## src/mem_pkg.sv

```systemverilog
package mem_pkg;

  // bus data word
  localparam int DATA_WIDTH = 32;

  // one byte lane per sel bit
  localparam int LANE_WIDTH = 8;
  localparam int LANE_COUNT = DATA_WIDTH / LANE_WIDTH;

  // byte address on the bus
  localparam int ADR_WIDTH = 32;

  // low address bits below the word index
  localparam int BYTE_OFS_BITS = 2;

  // tag widths, echoed back with the ack
  localparam int TGA_WIDTH = 4;
  localparam int TGD_WIDTH = 4;
  localparam int TGC_WIDTH = 4;

endpackage

```

## src/mem_port_decode.sv

```systemverilog
module mem_port_decode #(
  parameter int WORD_ADDR_BITS = 13
) (
  // instruction port request, read only
  input  logic                             inst_cyc_i,
  input  logic                             inst_stb_i,
  input  logic [mem_pkg::ADR_WIDTH-1:0]    inst_adr_i,
  input  logic [mem_pkg::LANE_COUNT-1:0]   inst_sel_i,

  // data port request
  input  logic                             data_cyc_i,
  input  logic                             data_stb_i,
  input  logic                             data_we_i,
  input  logic [mem_pkg::ADR_WIDTH-1:0]    data_adr_i,
  input  logic [mem_pkg::LANE_COUNT-1:0]   data_sel_i,

  // word indices shared by all lanes
  output logic [WORD_ADDR_BITS-1:0]        inst_idx_o,
  output logic [WORD_ADDR_BITS-1:0]        data_idx_o,

  // per-lane strobes
  output logic [mem_pkg::LANE_COUNT-1:0]   lane_we_o,
  output logic [mem_pkg::LANE_COUNT-1:0]   inst_rd_en_o,
  output logic [mem_pkg::LANE_COUNT-1:0]   data_rd_en_o,

  // request strobes to the collector
  output logic                             inst_req_o,
  output logic                             data_req_o
);

  logic inst_req;
  logic data_req;
  logic data_wr;

  // a request is any cycle with cyc and stb both high
  assign inst_req = inst_cyc_i & inst_stb_i;
  assign data_req = data_cyc_i & data_stb_i;

  // write only on a real data-port request
  assign data_wr = data_req & data_we_i;

  // word index sits just above the byte offset
  // upper address bits dropped, so the space wraps
  assign inst_idx_o = inst_adr_i[mem_pkg::BYTE_OFS_BITS +: WORD_ADDR_BITS];
  assign data_idx_o = data_adr_i[mem_pkg::BYTE_OFS_BITS +: WORD_ADDR_BITS];

  // byte-masked write enables, one bit per lane
  assign lane_we_o = {mem_pkg::LANE_COUNT{data_wr}} & data_sel_i;

  // read enables follow sel for any request
  // a data write still returns the old word (read-first)
  assign inst_rd_en_o = {mem_pkg::LANE_COUNT{inst_req}} & inst_sel_i;
  assign data_rd_en_o = {mem_pkg::LANE_COUNT{data_req}} & data_sel_i;

  // collector registers these into the acks
  assign inst_req_o = inst_req;
  assign data_req_o = data_req;

endmodule

```

## config.mk

```make
export PLATFORM = sky130hd
export DESIGN_NAME = mem_port_decode
export DESIGN_NICKNAME = d
export VERILOG_FILES = /design/src/mem_pkg.sv /design/src/mem_port_decode.sv
export SDC_FILE = /design/constraint.sdc
export NUM_CORES = 1
export LEC_CHECK = 0
export ABC_AREA = 0
export BUFFER_PORTS_ARGS = -buffer_cell sky130_fd_sc_hd__buf_4
export CAP_MARGIN = 20
export CORE_MARGIN = 10
export CORE_UTILIZATION = 16
export DETAILED_ROUTE_END_ITERATION = 16
export PLACE_DENSITY = 0.92
export SYNTH_ARGS = -nofsm -noshare
export SYNTH_HDL_FRONTEND = slang
export SYNTH_SLANG_ARGS = --single-unit
```

## constraint.sdc

```tcl
create_clock -name vclk -period 0.8
set_input_delay 0.12 -clock vclk [all_inputs]
set_output_delay 0.12 -clock vclk [all_outputs]
set_load 0.03 [all_outputs]
```

-- Word-level counts from Yosys, hierarchy flattened
Cells that the tools add are included.
- bits in registers: 0
- bits of input ports: 77
- output and inout bits: 40
- word-level logic and storage cells: 6
- bitwise gates (word level): 6
- operators by type and width (operator ; count):
    $and 4x4->4 ; 3
    $and 1x1->1 ; 3

-- Depth between registers and ports, before layout
Gate-level depths: netlist of run 1.
- word-level depth: 3
- mapped depth: 1
- mapped depth without buffers: 1

-- Worst setup path after synthesis of run 1
Ideal clock, no wire load.
- kind: in2out
- from: input data_we_i
- to: output lane_we_o[0] (netlist name)
- arrival: 0.478 ns
- data required time: 0.680 ns
- slack: 0.202 ns
- stages on the path: 1
- buffers on the path: 0
- cells stage by stage: and4_1
- longest elaborated chain between the ends: 2
- ends and longest elaborated chain (element ; line ; RTL):
    start: declaration ; mem_port_decode.sv:13 ; input logic data_we_i,
    $and 1x1->1 ; mem_port_decode.sv:40 ; assign data_wr = data_req & data_we_i;
    $and 4x4->4 ; mem_port_decode.sv:48 ; assign lane_we_o = {mem_pkg::LANE_COUNT{data_wr}} & data_sel_i;
    end: declaration ; mem_port_decode.sv:22 ; output logic [mem_pkg::LANE_COUNT-1:0] lane_we_o,
Every way passes these cells.

-- Final worst setup path of run 1
- from: input data_cyc_i
- to: output data_rd_en_o[2] (netlist name)
- longest elaborated chain between the ends: 2
- ends and longest elaborated chain (element ; line ; RTL):
    start: declaration ; mem_port_decode.sv:11 ; input logic data_cyc_i,
    $and 1x1->1 ; mem_port_decode.sv:37 ; assign data_req = data_cyc_i & data_stb_i;
    $and 4x4->4 ; mem_port_decode.sv:53 ; assign data_rd_en_o = {mem_pkg::LANE_COUNT{data_req}} & data_sel_i;
    end: declaration ; mem_port_decode.sv:24 ; output logic [mem_pkg::LANE_COUNT-1:0] data_rd_en_o,
Every way passes these cells.

==> flow_summary.toml, run 1 <==
[status]
status = "complete, no violations"

[min_path]
min_path_cells = 0
hp-class = "in2out"

[timing]
setup_viol = 0
fmax_mhz = 1370
setup_tns_ns = 0
worstMarginPinSlew_ns = 0.100
rsz0062_at_grt = "false"
min_period_over_period_pct = 91.1
finalMaxSlewViolations = 0
hold_viol = 0
hold_ws_ns = 0.240
relSlewSlack_pct = 93.4
finalCriticalPeriod_ns = 0.729

[route]
ant_nets = 0
drc_errors = 0
wl_mm = 1.01
dr.first_iter.drc_count = 1
firstDrtPassIters = 2
routedWlPerCell_um = 15.2
vias_per_cell = 3.86
vias = 255

[place]
gp_congestion = 0.607
io_buffers = 27
placed_cells = 66

[final_layout]
n_antenna_cell = 0
finalNonFillerCells = 66
regArea_um2 = 0
seq_cells = 0
area_growth_pct = 13.0
fin_nets = 120
nClkBuffers = 0
drive_above_1_share_pct = 78.0

[logic_synthesis]
yosysTopAreaCell = "buf_4"
yosys.area.top_type_share_pct = 65.3
syn_nets = 117
synthDistinctLibCells = 6
syn_inst = 40
yosys-top-cells-count = "buf_4 (26), and3_1 (4), and3_2 (4), and4_1 (4)"
yosysMostFrequentCell = "buf_4"
synth-seq-area-share_pct = 0
ys_warn_count = 0
syn_area_um2 = 299
synthTopCellsByArea = "buf_4 (65%), and4_1 (12%), and3_2 (10%)"
postSynthAreaPerCell_um2 = 7.48

[die]
dieHeight_um = 63.2
start_util_pct = 17.1
dieArea_um2 = 4000
core_um2 = 1750
io-pin-count = 117
fp-row-count = 15
die_x_um = 63.2

[clocking]
cts_setup_buffers = 0
cts_hold_buf = 0
cts_resized = 0

[global_route]
grt_pass1_wl_mm = 1.44
globalRouteOverflowTotal = 0
grt_start_max_net_pins = 10
grt_util_all_layers_pct = 4.19
antenna_found_initial = 0
grt_pass1_vias = 256

[setup_path]
critPathKind = "in2out"
endpoint = "data_rd_en_o[2]"
worstSetupStartpointType = "input port"
crit_path_end_kind = "primary output"
startpoint = "data_cyc_i"
required_ns = 0.68
critPathMaxFanout = 9
crit_arrival_ns = 0.61

[power_and_ir_drop]
finalPower_mw = 0.182
seqPwrFrac_pct = 0
ir_drop_v = 0.000117
swShare_pct = 51.6
p_switching_mw = 0.0937
p_per_area_nw_per_um2 = 538
cellLeakagePower_nw = 0.199
internal-power_mw = 0.0879
power_frac_comb_pct = 100.0
power_frac_clock_pct = 0

[job]
timing.max_cap.violations = 0
## through the flow
stage,setup slack (ns),utilization (%),area (µm²)
finish,0.0712,19.4,338
floorplan,0.202,-,299
detailed placement,0.0682,19.4,338
CTS,0.0682,19.4,338
global placement,0.0804,19.4,338
global route,0.0508,19.4,338
## power by group through the flow
stage | combinational [mW] | clock, mW | sequential, mW
CTS | 0.184 | 0 | 0
finish | 0.182 | 0 | 0
floorplan | 0.321 | 0 | 0
detailed placement | 0.184 | 0 | 0
global route | 0.193 | 0 | 0
global placement | 0.178 | 0 | 0
## critical path, stage by stage
cell and delay, ns:
buf_4 0.13, and3_2 0.19, buf_4 0.16
## how the worst min path moves through the flow
| stage | start | to | slack (ns) |
|---|---|---|---|
| after floorplan | data_adr_i[2] | data_idx_o[0] | 0.37 |
| after global placement | data_adr_i[12] | data_idx_o[10] | 0.24 |
| after detailed placement | data_adr_i[12] | data_idx_o[10] | 0.24 |
| after CTS | data_adr_i[12] | data_idx_o[10] | 0.24 |
| after global routing | data_adr_i[3] | data_idx_o[1] | 0.24 |
| final | data_adr_i[13] | data_idx_o[11] | 0.24 |
## cell type report
| class | instances | area (µm²) |
|---|---|---|
| fill | 201 | 1410 |
| timing repair buffer | 27 | 203 |
| multi-input combinational | 14 | 104 |
| tap | 25 | 31.3 |
## logic make-up (layout without fill, tap and decap cells)
group         count (synthesis)  after routing  synth area share, %
simple gates                 14             14                 34.7
buf+inv                      26             27                 65.3
## routing by layer
metal	track usage, %	share of wire (%)	wire, µm	vias to the layer above
met3	3.00	21	212	6
met5	0	0	0	-
met2	8.50	51	514	24
met4	1.64	2.9	29	0
met1	2.74	25	248	113
li1	-	-	-	112
## cell usage in the layout, fill, tap and decap left out
| cell type | n |
|---|---|
| and2_2 | 1 |
| and4_1 | 4 |
| and2_1 | 1 |
| and3_1 | 4 |
| and3_2 | 4 |
| buf_4 | 27 |
Note: power is estimated with default switching activity, not from simulation.
==> run 2, diff against run 1 <==
CORE_UTILIZATION = 18   (was 16)
PLACE_DENSITY = 0.95   (was 0.92)
clock period = 0.9 ns   (was 0.8 ns; I/O delays follow)
==> run 2 against run 1 <==
Compared with the run above:
- via count is 2.7% higher
- sequential share of layout area is the same
- die area shrank 7.7%
- largest cell class unchanged
==> flow_summary.toml, run 2 (synthesized netlist as in run 1, its figures left out) <==
[place]
hpwlAfterDp_um = 843
gp_congestion = 0.633
placed_cells = 57
io_buffers = 27

[power_and_ir_drop]
p_per_area_nw_per_um2 = 494
ir_drop_v = 0.000216
cellLeakagePower_nw = 0.199
finalPower_mw = 0.161

[route]
drc_errors = 0
vias = 262
routedWlPerCell_um = 16.2
firstDrtPassIters = 4
vias_per_cell = 4.60
dr.first_iter.drc_count = 1
wl_um = 922
ant_nets = 0

[final_layout]
fin_nets = 120
finalNonFillerCells = 57
area_growth_pct = 9.20
final_common_cell = "buf_4"
final_cell_mix = "buf_4 (27), and3_2 (4), and3_1 (4), and4_1 (4)"
nClkBuffers = 0
drive_above_1_share_pct = 78.0
regArea_um2 = 0
n_fill_cell = 178
seq_cells = 0
finalCoreUtilization_pct = 21.2
n_antenna_cell = 0

[timing]
setup_viol = 0
hold_viol = 0
finalMaxSlewViolations = 0
relSlewSlack_pct = 93.3
setup_tns_ns = 0
worstMarginPinSlew_ns = 0.102
min_period_over_period_pct = 84.3
rsz0062_at_grt = "false"
fmax_mhz = 1320
hold_ws_ns = 0.270
finalCriticalPeriod_ns = 0.759

[die]
core_um2 = 1540
dieArea_um2 = 3690
die_x_um = 60.8
start_util_pct = 19.4
fp-row-count = 14
io-pin-count = 117
dieHeight_um = 60.8

[global_route]
antenna_found_initial = 0
grt_pass1_wl_mm = 1.43
grt_pass1_vias = 318
grt_start_max_net_pins = 10
grt_util_all_layers_pct = 4.83
globalRouteOverflowTotal = 0

[setup_path]
slowest_stage = "and3_2"
crit_arrival_ns = 0.62
crit_path_end_kind = "primary output"
worstSetupStartpointType = "input port"
path_cells = "buf_4 -> and3_2 -> buf_4"
critical_path_buf_inv_count = 2
slowest_delay_ns = 0.19
critPathMaxFanout = 9
critPathKind = "in2out"
critical_path.top_delay_family = "buffers and inverters"
required_ns = 0.76
cpMostUsedCell = "buf_4"

[min_path]
hp-class = "in2out"

[clocking]
cts_hold_buf = 0
cts_setup_buffers = 0
cts_resized = 0

[job]
timing.max_cap.violations = 0

[status]
status = "complete, no violations"
## run 2: cell counts in the layout (fill, tap and decap cells not counted)
Identical to the previous run, type by type.
## run 2: routing by layer
| layer | track usage (%) | wire length, µm | share of wire (%) | vias up |
|---|---|---|---|---|
| met5 | 0 | 0 | 0 | - |
| met4 | 2.51 | 36 | 3.9 | 0 |
| met3 | 4.80 | 199 | 22 | 8 |
| met2 | 8.59 | 474 | 51 | 29 |
| met1 | 3.11 | 212 | 23 | 111 |
| li1 | - | - | - | 114 |
## run 2: per-stage QoR
stage	area, µm²	setup WS [ns]
after global placement	327	0.143
after CTS	327	0.136
after floorplan	299	0.272
after detailed placement	327	0.137
final	327	0.141
after global routing	327	0.110
## run 2: path summary, 6_finish.rpt
kind | from | endpoint | slack, ns | depth (start not counted)
worst max-delay path | data_cyc_i | data_rd_en_o[2] | 0.14 | 3
worst min-delay path | inst_adr_i[4] | inst_idx_o[2] | 0.27 | 0
## run 2: report_power, final
part	leakage [nW]	internal, mW	switching (mW)
clock network	0	0	0
registers	0	0	0
logic	0.199	0.0781	0.0832
## run 2: area by class of cell
type	count	area [µm²]	share of cell area [%]
well taps	16	20.0	6.13
multi-input cells	14	104	31.8
repair buffers	27	203	62.1
