==> src/mem_pkg.sv <==
package mem_pkg;

  // bus data word
  localparam int DATA_WIDTH = 32;

  // one byte lane per sel bit
  localparam int LANE_WIDTH = 8;
  localparam int LANE_COUNT = DATA_WIDTH / LANE_WIDTH;

  // byte address on the bus
  localparam int ADR_WIDTH = 32;

  // low address bits below the word index
  localparam int BYTE_OFS_BITS = 2;

  // tag widths, echoed back with the ack
  localparam int TGA_WIDTH = 4;
  localparam int TGD_WIDTH = 4;
  localparam int TGC_WIDTH = 4;

endpackage

==> src/mem_rsp_collect.sv <==
module mem_rsp_collect (
  input  logic                                                  clk,
  input  logic                                                  reset_i,

  // request strobes from the decoder
  input  logic                                                  inst_req_i,
  input  logic                                                  data_req_i,

  // tags straight from the bus
  input  logic [mem_pkg::TGA_WIDTH-1:0]                         inst_tga_i,
  input  logic [mem_pkg::TGD_WIDTH-1:0]                         inst_tgd_i,
  input  logic [mem_pkg::TGC_WIDTH-1:0]                         inst_tgc_i,
  input  logic [mem_pkg::TGA_WIDTH-1:0]                         data_tga_i,
  input  logic [mem_pkg::TGD_WIDTH-1:0]                         data_tgd_i,
  input  logic [mem_pkg::TGC_WIDTH-1:0]                         data_tgc_i,

  // registered bytes, lane k at index k
  input  logic [mem_pkg::LANE_COUNT-1:0][mem_pkg::LANE_WIDTH-1:0] inst_lane_bytes_i,
  input  logic [mem_pkg::LANE_COUNT-1:0][mem_pkg::LANE_WIDTH-1:0] data_lane_bytes_i,

  // instruction port response
  output logic                                                  inst_ack_o,
  output logic [mem_pkg::DATA_WIDTH-1:0]                        inst_dat_o,
  output logic [mem_pkg::TGA_WIDTH-1:0]                         inst_tga_o,
  output logic [mem_pkg::TGD_WIDTH-1:0]                         inst_tgd_o,
  output logic [mem_pkg::TGC_WIDTH-1:0]                         inst_tgc_o,

  // data port response
  output logic                                                  data_ack_o,
  output logic [mem_pkg::DATA_WIDTH-1:0]                        data_dat_o,
  output logic [mem_pkg::TGA_WIDTH-1:0]                         data_tga_o,
  output logic [mem_pkg::TGD_WIDTH-1:0]                         data_tgd_o,
  output logic [mem_pkg::TGC_WIDTH-1:0]                         data_tgc_o
);

  // acks, one cycle after the request
  always_ff @(posedge clk)
  begin
    if (reset_i)
    begin
      inst_ack_o <= 1'b0;
      data_ack_o <= 1'b0;
    end
    else
    begin
      inst_ack_o <= inst_req_i;
      data_ack_o <= data_req_i;
    end
  end

  // tags delayed to line up with the lane read data
  always_ff @(posedge clk)
  begin
    inst_tga_o <= inst_tga_i;
    inst_tgd_o <= inst_tgd_i;
    inst_tgc_o <= inst_tgc_i;
    data_tga_o <= data_tga_i;
    data_tgd_o <= data_tgd_i;
    data_tgc_o <= data_tgc_i;
  end

  // lane k lands on bits 8k+7 downto 8k
  always_comb
  begin
    for (int k = 0; k < mem_pkg::LANE_COUNT; k++)
    begin
      inst_dat_o[k*mem_pkg::LANE_WIDTH +: mem_pkg::LANE_WIDTH] = inst_lane_bytes_i[k];
      data_dat_o[k*mem_pkg::LANE_WIDTH +: mem_pkg::LANE_WIDTH] = data_lane_bytes_i[k];
    end
  end

endmodule

==> config.mk <==
export PLATFORM = sky130hd
export DESIGN_NAME = mem_rsp_collect
export DESIGN_NICKNAME = d
export VERILOG_FILES = /design/src/mem_pkg.sv /design/src/mem_rsp_collect.sv
export SDC_FILE = /design/constraint.sdc
export NUM_CORES = 1
export LEC_CHECK = 0
export BUFFER_PORTS_ARGS = -buffer_cell sky130_fd_sc_hd__buf_2
export CAP_MARGIN = 0
export CELL_PAD_IN_SITES_DETAIL_PLACEMENT = 0
export CELL_PAD_IN_SITES_GLOBAL_PLACEMENT = 1
export CORE_MARGIN = 2
export CORE_UTILIZATION = 15
export DETAILED_ROUTE_END_ITERATION = 12
export GPL_TIMING_DRIVEN = 1
export PLACE_DENSITY_LB_ADDON = 0.1
export SYNTH_ARGS = -nofsm -noshare
export SYNTH_HDL_FRONTEND = slang
export SYNTH_SLANG_ARGS = --single-unit
==> constraint.sdc <==
create_clock -name clk -period 0.8 [get_ports clk]
set_input_delay 0.08 -clock clk [delete_from_list [all_inputs] [get_ports clk]]
set_output_delay 0.08 -clock clk [all_outputs]
set_load 0.03 [all_outputs]
### Word-level counts from Yosys, hierarchy flattened

Cells that the tools add are included.

| storage, ports and cells | value |
|---|---|
| flip-flop bits (word level) | 26 |
| input bits | 92 |
| logic and storage cells | 8 |

### Depth between registers and ports, before layout

Gate-level depths: netlist of the first run.

| logic depth | value |
|---|---|
| depth after elaboration | 0 |
| depth in mapped cells | 1 |

### Least setup slack after synthesis of the first run

No wires, ideal clock.

| timing | value |
|---|---|
| path kind | register to output |
| start | reg data_ack_o |
| end | out data_ack_o |
| required time | 0.720 ns |
| buffers on the path | 0 |
| slack | 0.261 ns |
| data arrival time | 0.459 ns |
| stages on the path, launching flop included | 1 |
| cell sequence | dfxtp_1 |

RTL lines:

| item | line | text |
|---|---|---|
| start, declared | mem_rsp_collect.sv:29 | `output logic data_ack_o,` |
| start signal, assigned | mem_rsp_collect.sv:47 | `data_ack_o <= data_req_i;` |

No word-level cell between the ends.

### Worst setup path after layout of the first run

| timing | value |
|---|---|
| start | reg inst_tgc_o[2] (netlist name) |
| end | out inst_tgc_o[2] (netlist name) |

RTL lines:

| item | line | text |
|---|---|---|
| start, declared | mem_rsp_collect.sv:26 | `output logic [mem_pkg::TGC_WIDTH-1:0] inst_tgc_o,` |
| start signal, assigned | mem_rsp_collect.sv:56 | `inst_tgc_o <= inst_tgc_i;` |

No word-level cell between the ends.

==> impl_results.md, run 1 <==
* Outcome: finished with violations
* Violations in the final reports: setup timing
* Max Transition Viols Final at 0
* Fraction of power consumed by the clock network at 0.371
* Switching fraction of total power at 0.224
* Power share of the sequential group at 0.473
* Total detailed-routing wirelength at about 2200 um
* Worst path slowest cell: sky130_fd_sc_hd__dfxtp_2
* Post-synthesis sequential area ratio at 0.514
* Top-level port count at between 150 and 200
* PD cells at 2080 nW/um^2
* Number of global-route vias before repair at approximately 740
* Post-layout worst setup margin at -0.0156 ns
* Number of buffers on the longest clock path at 2
* EDFF count, synth at 0
* First-pass GRT wire length at around 3300 um
* Total number of nets in the final design at between 200 and 250
* Placement Setup Slack at ~0.23 ns
* Die area at around 7400 um^2
* Post-synth top area share at 0.514
* Post-detailed-route via-to-cell ratio at about 3.1
* Final number of hold-violating endpoints at 0
* Detailed router's first-iteration violation count at 4
* Clock tree from TritonCTS: built
* Type of the tightest min-delay check: input port to output port
* Pleak at 0.636 nW
* Synthesized netlist cell count at ~90
* Power Total at 2.97 mW
* Type of the worst setup path: register to output port
* Relative slew slack at 0.937
* Chain of cells forming the critical path: buf_6
* Critical path's top delay family: flip-flops
* Number of routed nets with antenna violations at 0
* DRC at 0
* Clock tree sinks at 26
* Synth Area per Inst at 11.0 um^2
* Largest fanout on the critical path at 1
* Area taken by flip-flops and latches at about 550 um^2
* Largest incremental delay on the critical path at 0.34 ns
* Yosys reg bits at 26
* Count leader, synth: sky130_fd_sc_hd__buf_4
* Crit path DAT at ~0.74 ns
* Most instantiated flip-flop cell in the synthesis netlist: sky130_fd_sc_hd__dfxtp_1
* Top cells by count, synth: sky130_fd_sc_hd__buf_4, sky130_fd_sc_hd__dfxtp_1, sky130_fd_sc_hd__nor2b_1
* Xor-xnor portion of the synthesized cell area at 0
* Total inserted antenna cells at 0
* Basic-gate share of the synthesized area counting and, or, nand and nor cells at 0.0123
* Multi-input logic area at 12.5 um^2
* Warning count from the yosys run at 0
* GRT overflow at 0
* Std cell rows at 29
* Final count of negative-setup-slack endpoints at 26
* Startpoint type of the worst setup path: register
* Total nets after synthesis at 184
* Main area contributors after synthesis: sky130_fd_sc_hd__dfxtp_1, sky130_fd_sc_hd__buf_4, sky130_fd_sc_hd__nor2b_1
* Setup TNS at -0.224 ns
* Cell count after placement at 158
* Initial core utilization at 0.157
* Fill cells at between 600 and 700
* Worst Setup End Kind: output port
* Synthesized-area fraction occupied by ao, oa, aoi and oai cells at 0
* Die Span X at ~86 um
* Placer Congestion at ~0.59
* Share of flip-flops with an asynchronous set or reset after synthesis at 0
* Cell Area, Synth at just over 1000 um^2
* Highest Clock Rate at around 1200 MHz
* DR WL/cell at approximately 12 um
* Antenna violations before repair at 0
* Share of post-route cells with drive strength above 1 at 0.741
* Pre-antenna DRT Iters at 2
* Pint at 2.31 mW
* Dominant combinational cell family by area after synthesis: buffers and inverters
* Final period demand of the worst path at between 0.8 and 0.9 ns
* Logic pwr share at 0.155
* Count of placed standard cells in the final layout, fillers left out at approximately 190
* Clock buffers created by TritonCTS at 3
* Overall global routing resource usage at 0.0601
* Vertical die dimension at approximately 86 um
* Fraction of the mapped netlist area in adder cells at 0
* Syn-to-layout area delta at 41.2%
* Post-layout util at 0.222
* Htree depth at 1
* Setup repair after global routing missed its margin: true
* Switching pwr at 667 uW
* Pin count of the biggest net entering global routing at 16
* Count of input and output buffers at between 50 and 60
* Cell accounting for the most synthesized area: sky130_fd_sc_hd__dfxtp_1
* Actual transition at the worst max-transition pin at approximately 0.095 ns
* Share of cell area taken by muxes after synthesis at 0
* Floorplan Core Area at 6460 um^2
* Maximum Capacitance Violations at 0
* Vias post-DR at approximately 590
* Post-CTS setup-driven buffer insertion count at 0
* Root cell of the clock tree: sky130_fd_sc_hd__clkbuf_8
* Critical path buffers and inverters at 1
* CP required at 0.72 ns
* Clk slew on worst S/H paths at about 0.1 ns
* Distinct cells, synth at 3
* Worst vdd rail ir drop at a little under 0.9 mV
* Post-route fraction of the period consumed by the critical path at 1.02
## per-layer routing
| metal | up-vias | GRT usage | wire, um |
|---|---|---|---|
| met5 | - | 0 | 0 |
| met4 | 0 | 0.0795 | 172 |
| met3 | 31 | 0.0371 | 385 |
| met2 | 62 | 0.0958 | 1100 |
| met1 | 249 | 0.0418 | 531 |
| li1 | 251 | - | - |
## cell families after synthesis
logic type    count (synthesis)
buf+inv                      64
flops                        26
simple gates                  2
## path summary, 6_finish.rpt
check,startpoint,endpoint,slack (ns),cells after the start
setup / recovery,inst_tgc_o[2],inst_tgc_o[2],-0.02,1
hold / removal,data_lane_bytes_i[17],data_dat_o[17],0.16,0
## sequential cells by signal (all words and copies together) (netlist names)
name	count
data_tga_o	4
data_tgc_o	4
data_tgd_o	4
inst_tga_o	4
inst_tgc_o	4
inst_tgd_o	4
data_ack_o	1
inst_ack_o	1
## power by group through the flow
stage	combinational [mW]	clock, mW	sequential (mW)
5_1_grt	0.486	1.22	1.42
2_1_floorplan	0.602	0	1.55
4_1_cts	0.467	1.16	1.41
3_3_place_gp	0.284	0	1.41
3_5_place_dp	0.282	0	1.41
6_report	0.462	1.10	1.41
## cells in the final DEF (no fill, tap or decap)
master	instances
sky130_fd_sc_hd__dfxtp_2	26
sky130_fd_sc_hd__buf_6	26
sky130_fd_sc_hd__nor2b_1	2
sky130_fd_sc_hd__bufinv_16	1
sky130_fd_sc_hd__dlygate4sd3_1	27
sky130_fd_sc_hd__buf_2	27
sky130_fd_sc_hd__clkbuf_8	3
## final cells by class
type	count	share of cell area
multi-input cells	2	0.00874
well taps	77	0.0673
flip-flops and latches	26	0.386
clock buffers	3	0.0288
repair buffers	80	0.488
clock inverters	1	0.0210
## metrics by stage
step,hold WS (ns),area (um^2)
finish,0.160,1430
global route,0.160,1430
CTS,0.160,1430
detailed placement,0.160,895
global placement,0.160,895
floorplan,0.108,1010
## what timing repair did
action / 4_1_cts / 5_1_grt
resized for setup: 78 / 0
hold buffers: 27 / 0
cloned: 0 / 0
setup endpoints to repair: 26 / 26
endpoints found under the hold margin: 26 / 0
No activity file was read; power rests on OpenSTA's default activity.
==> inputs of run 2 (changes only) <==
--- a/config.mk
+++ b/config.mk
@@ -11,9 +11,11 @@
 export CELL_PAD_IN_SITES_GLOBAL_PLACEMENT = 1
 export CORE_MARGIN = 2
 export CORE_UTILIZATION = 15
+export CTS_CLUSTER_SIZE = 16
 export DETAILED_ROUTE_END_ITERATION = 12
 export GPL_TIMING_DRIVEN = 1
 export PLACE_DENSITY_LB_ADDON = 0.1
+export REMOVE_ABC_BUFFERS = 1
 export SYNTH_ARGS = -nofsm -noshare
 export SYNTH_HDL_FRONTEND = slang
 export SYNTH_SLANG_ARGS = --single-unit
==> run 2 against run 1 <==
  * The run still ends with setup timing left
  * Hold slack worse by 0.14 ns
  * Wire length rose by 130%
  * First-iteration DRC count rose by 75%
  * Via count rose by 7.4%
  * Die area stayed put
  * Final area decreased by 0.70%
  * Non-clock buffer count is 1 lower
  * Final cell count shrank 0.53%
  * Highest routed layer unchanged
==> impl_results.md, run 2 (synthesis gave the netlist of run 1 again) <==
* Critical path's top delay family: flip-flops
* Die area at 7430 um^2 (unchanged)
* Worst path slowest cell: sky130_fd_sc_hd__dfxtp_2
* Fraction of power consumed by the clock network at 0.370 (about the same)
* Chain of cells forming the critical path: buf_6
* Share of post-route cells with drive strength above 1 at 0.748 (+0.00668)
* Overall global routing resource usage at 0.125 (+0.0653)
* Final count of negative-setup-slack endpoints at 21 (-19%)
* Power Total at 2.97 mW (about the same)
* Top-level port count at 182 (unchanged)
* Initial core utilization at 0.157 (unchanged)
* Std cell rows at 29 (unchanged)
* Htree depth at 1 (unchanged)
* Setup repair after global routing missed its margin: true
* Switching pwr at 670 uW (+0.41%)
* Type of the tightest min-delay check: input port to register
* Logic pwr share at 0.155 (about the same)
* Top library cells by usage in the layout, fill and taps aside: sky130_fd_sc_hd__buf_2, sky130_fd_sc_hd__dfxtp_2, sky130_fd_sc_hd__dlygate4sd3_1, sky130_fd_sc_hd__buf_6, sky130_fd_sc_hd__clkbuf_8
* Post-layout worst setup margin at -0.0173 ns (-0.00163 ns)
* Post-route fraction of the period consumed by the critical path at 1.02 (+0.00204)
* Final number of hold-violating endpoints at 0 (unchanged)
* Highest Clock Rate at 1220 MHz (-0.20%)
* Number of routed nets with antenna violations at 0 (unchanged)
* Relative slew slack at 0.935 (-0.00183)
* Vertical die dimension at 86.2 um (unchanged)
* Count of placed standard cells in the final layout, fillers left out at 188 (-0.53%)
* Pin count of the biggest net entering global routing at 16 (unchanged)
* DRC at 0 (unchanged)
* Max Transition Viols Final at 0 (unchanged)
* Power share of the sequential group at 0.474 (about the same)
* Floorplan Core Area at 6460 um^2 (unchanged)
* Type of the worst setup path: register to output port
* Root cell of the clock tree: sky130_fd_sc_hd__clkbuf_8
* Vias post-DR at 637 (+7.4%)
* Number of buffers on the longest clock path at 2 (unchanged)
* Placer Congestion at 0.646 (+9.0%)
* Smallest hold slack at 0.0208 ns (-0.139 ns)
* Syn-to-layout area delta at 40.2%
* Pre-antenna DRT Iters at 2 (unchanged)
* Antenna violations before repair at 0 (unchanged)
* Violations in the final reports: setup timing
* Final period demand of the worst path at 0.817 ns (+0.00163 ns)
* Clock tree sinks at 26 (unchanged)
* Clk slew on worst S/H paths at 0.10 ns (about the same)
* Total number of nets in the final design at 204 (-0.49%)
* Placement Setup Slack at 0.196 ns (-0.0338 ns)
* First-pass GRT wire length at 5950 um (+78%)
* Cell count after placement at 158 (unchanged)
* Worst Setup End Kind: output port
* Number of global-route vias before repair at 681 (-8.5%)
* Actual transition at the worst max-transition pin at 0.0980 ns (+0.00274 ns)
* CP required at 0.72 ns (about the same)
* DR WL/cell at 26.6 um (+130%)
* Setup TNS at -0.221 ns (+0.00349 ns)
* Clock buffers created by TritonCTS at 3 (unchanged)
* Startpoint type of the worst setup path: register
* Clock tree from TritonCTS: built
* Pint at 2.30 mW (-0.14%)
* Commonest non-fill, non-tap cell in the layout: sky130_fd_sc_hd__buf_2
* Post-layout util at 0.220 (-0.00155)
* Total inserted antenna cells at 0 (unchanged)
* PD cells at 2090 nW/um^2 (+0.69%)
* Post-placement cell area at 895 um^2 (unchanged)
* Count of input and output buffers at 53 (unchanged)
* Largest incremental delay on the critical path at 0.34 ns (about the same)
* Crit path DAT at 0.74 ns (about the same)
* Outcome: finished with violations
* Post-detailed-route via-to-cell ratio at 3.39 (+8.0%)
* Worst vdd rail ir drop at 0.764 mV (-12%)
* Maximum Capacitance Violations at 0 (unchanged)
* Largest fanout on the critical path at 1 (unchanged)
* Critical path buffers and inverters at 1 (unchanged)
* Die Span X at 86.2 um (unchanged)
* Switching fraction of total power at 0.225 (+0.000962)
* Levels on crit path at 1 (unchanged)
* Summed area of non-filler cells in the final layout at 1420 um^2 (-0.70%)
* Detailed router's first-iteration violation count at 7 (+3)
* Total detailed-routing wirelength at 5010 um (+130%)
* Hold-critical path depth at 2 (+2)
* GRT overflow at 0 (unchanged)
* Pleak at 0.632 nW (-0.66%)
==> run 2: what timing repair did <==
item,4_1_cts,5_1_grt
setup endpoints to repair,26,26
gates resized for setup,78,0
hold buffers,26,0
buffers inserted,0,0
endpoints found under the hold margin,26,0
==> run 2: power groups by stage <==
stage / Combinational, mW / Clock (mW) / Sequential, mW
floorplan: 0.00330 / 0 / 1.55
global placement: 0.285 / 0 / 1.41
detailed placement: 0.286 / 0 / 1.41
CTS: 0.464 / 1.17 / 1.41
global route: 0.487 / 1.22 / 1.42
finish: 0.462 / 1.10 / 1.41
==> run 2: path summary, 6_finish.rpt <==
| check | from | to |
|---|---|---|
| setup / recovery | data_tgc_o[2] | data_tgc_o[2] |
| hold / removal | inst_req_i | inst_ack_o |
==> run 2: metal layers <==
metal / share of wire / GRT usage / vias up
li1: - / - / 250
met1: 0.24 / 0.0871 / 248
met3: 0.24 / 0.129 / 24
met5: 0 / 0 / -
met2: 0.43 / 0.194 / 115
met4: 0.095 / 0.102 / 0
==> run 2: cell type report <==
type                       instances  area (um^2)
fill                             700         5040
timing repair buffer              79          688
sequential                        26          553
tap                               77         96.3
clock buffer                       3         41.3
clock inverter                     1         30.0
multi-input combinational          2         12.5
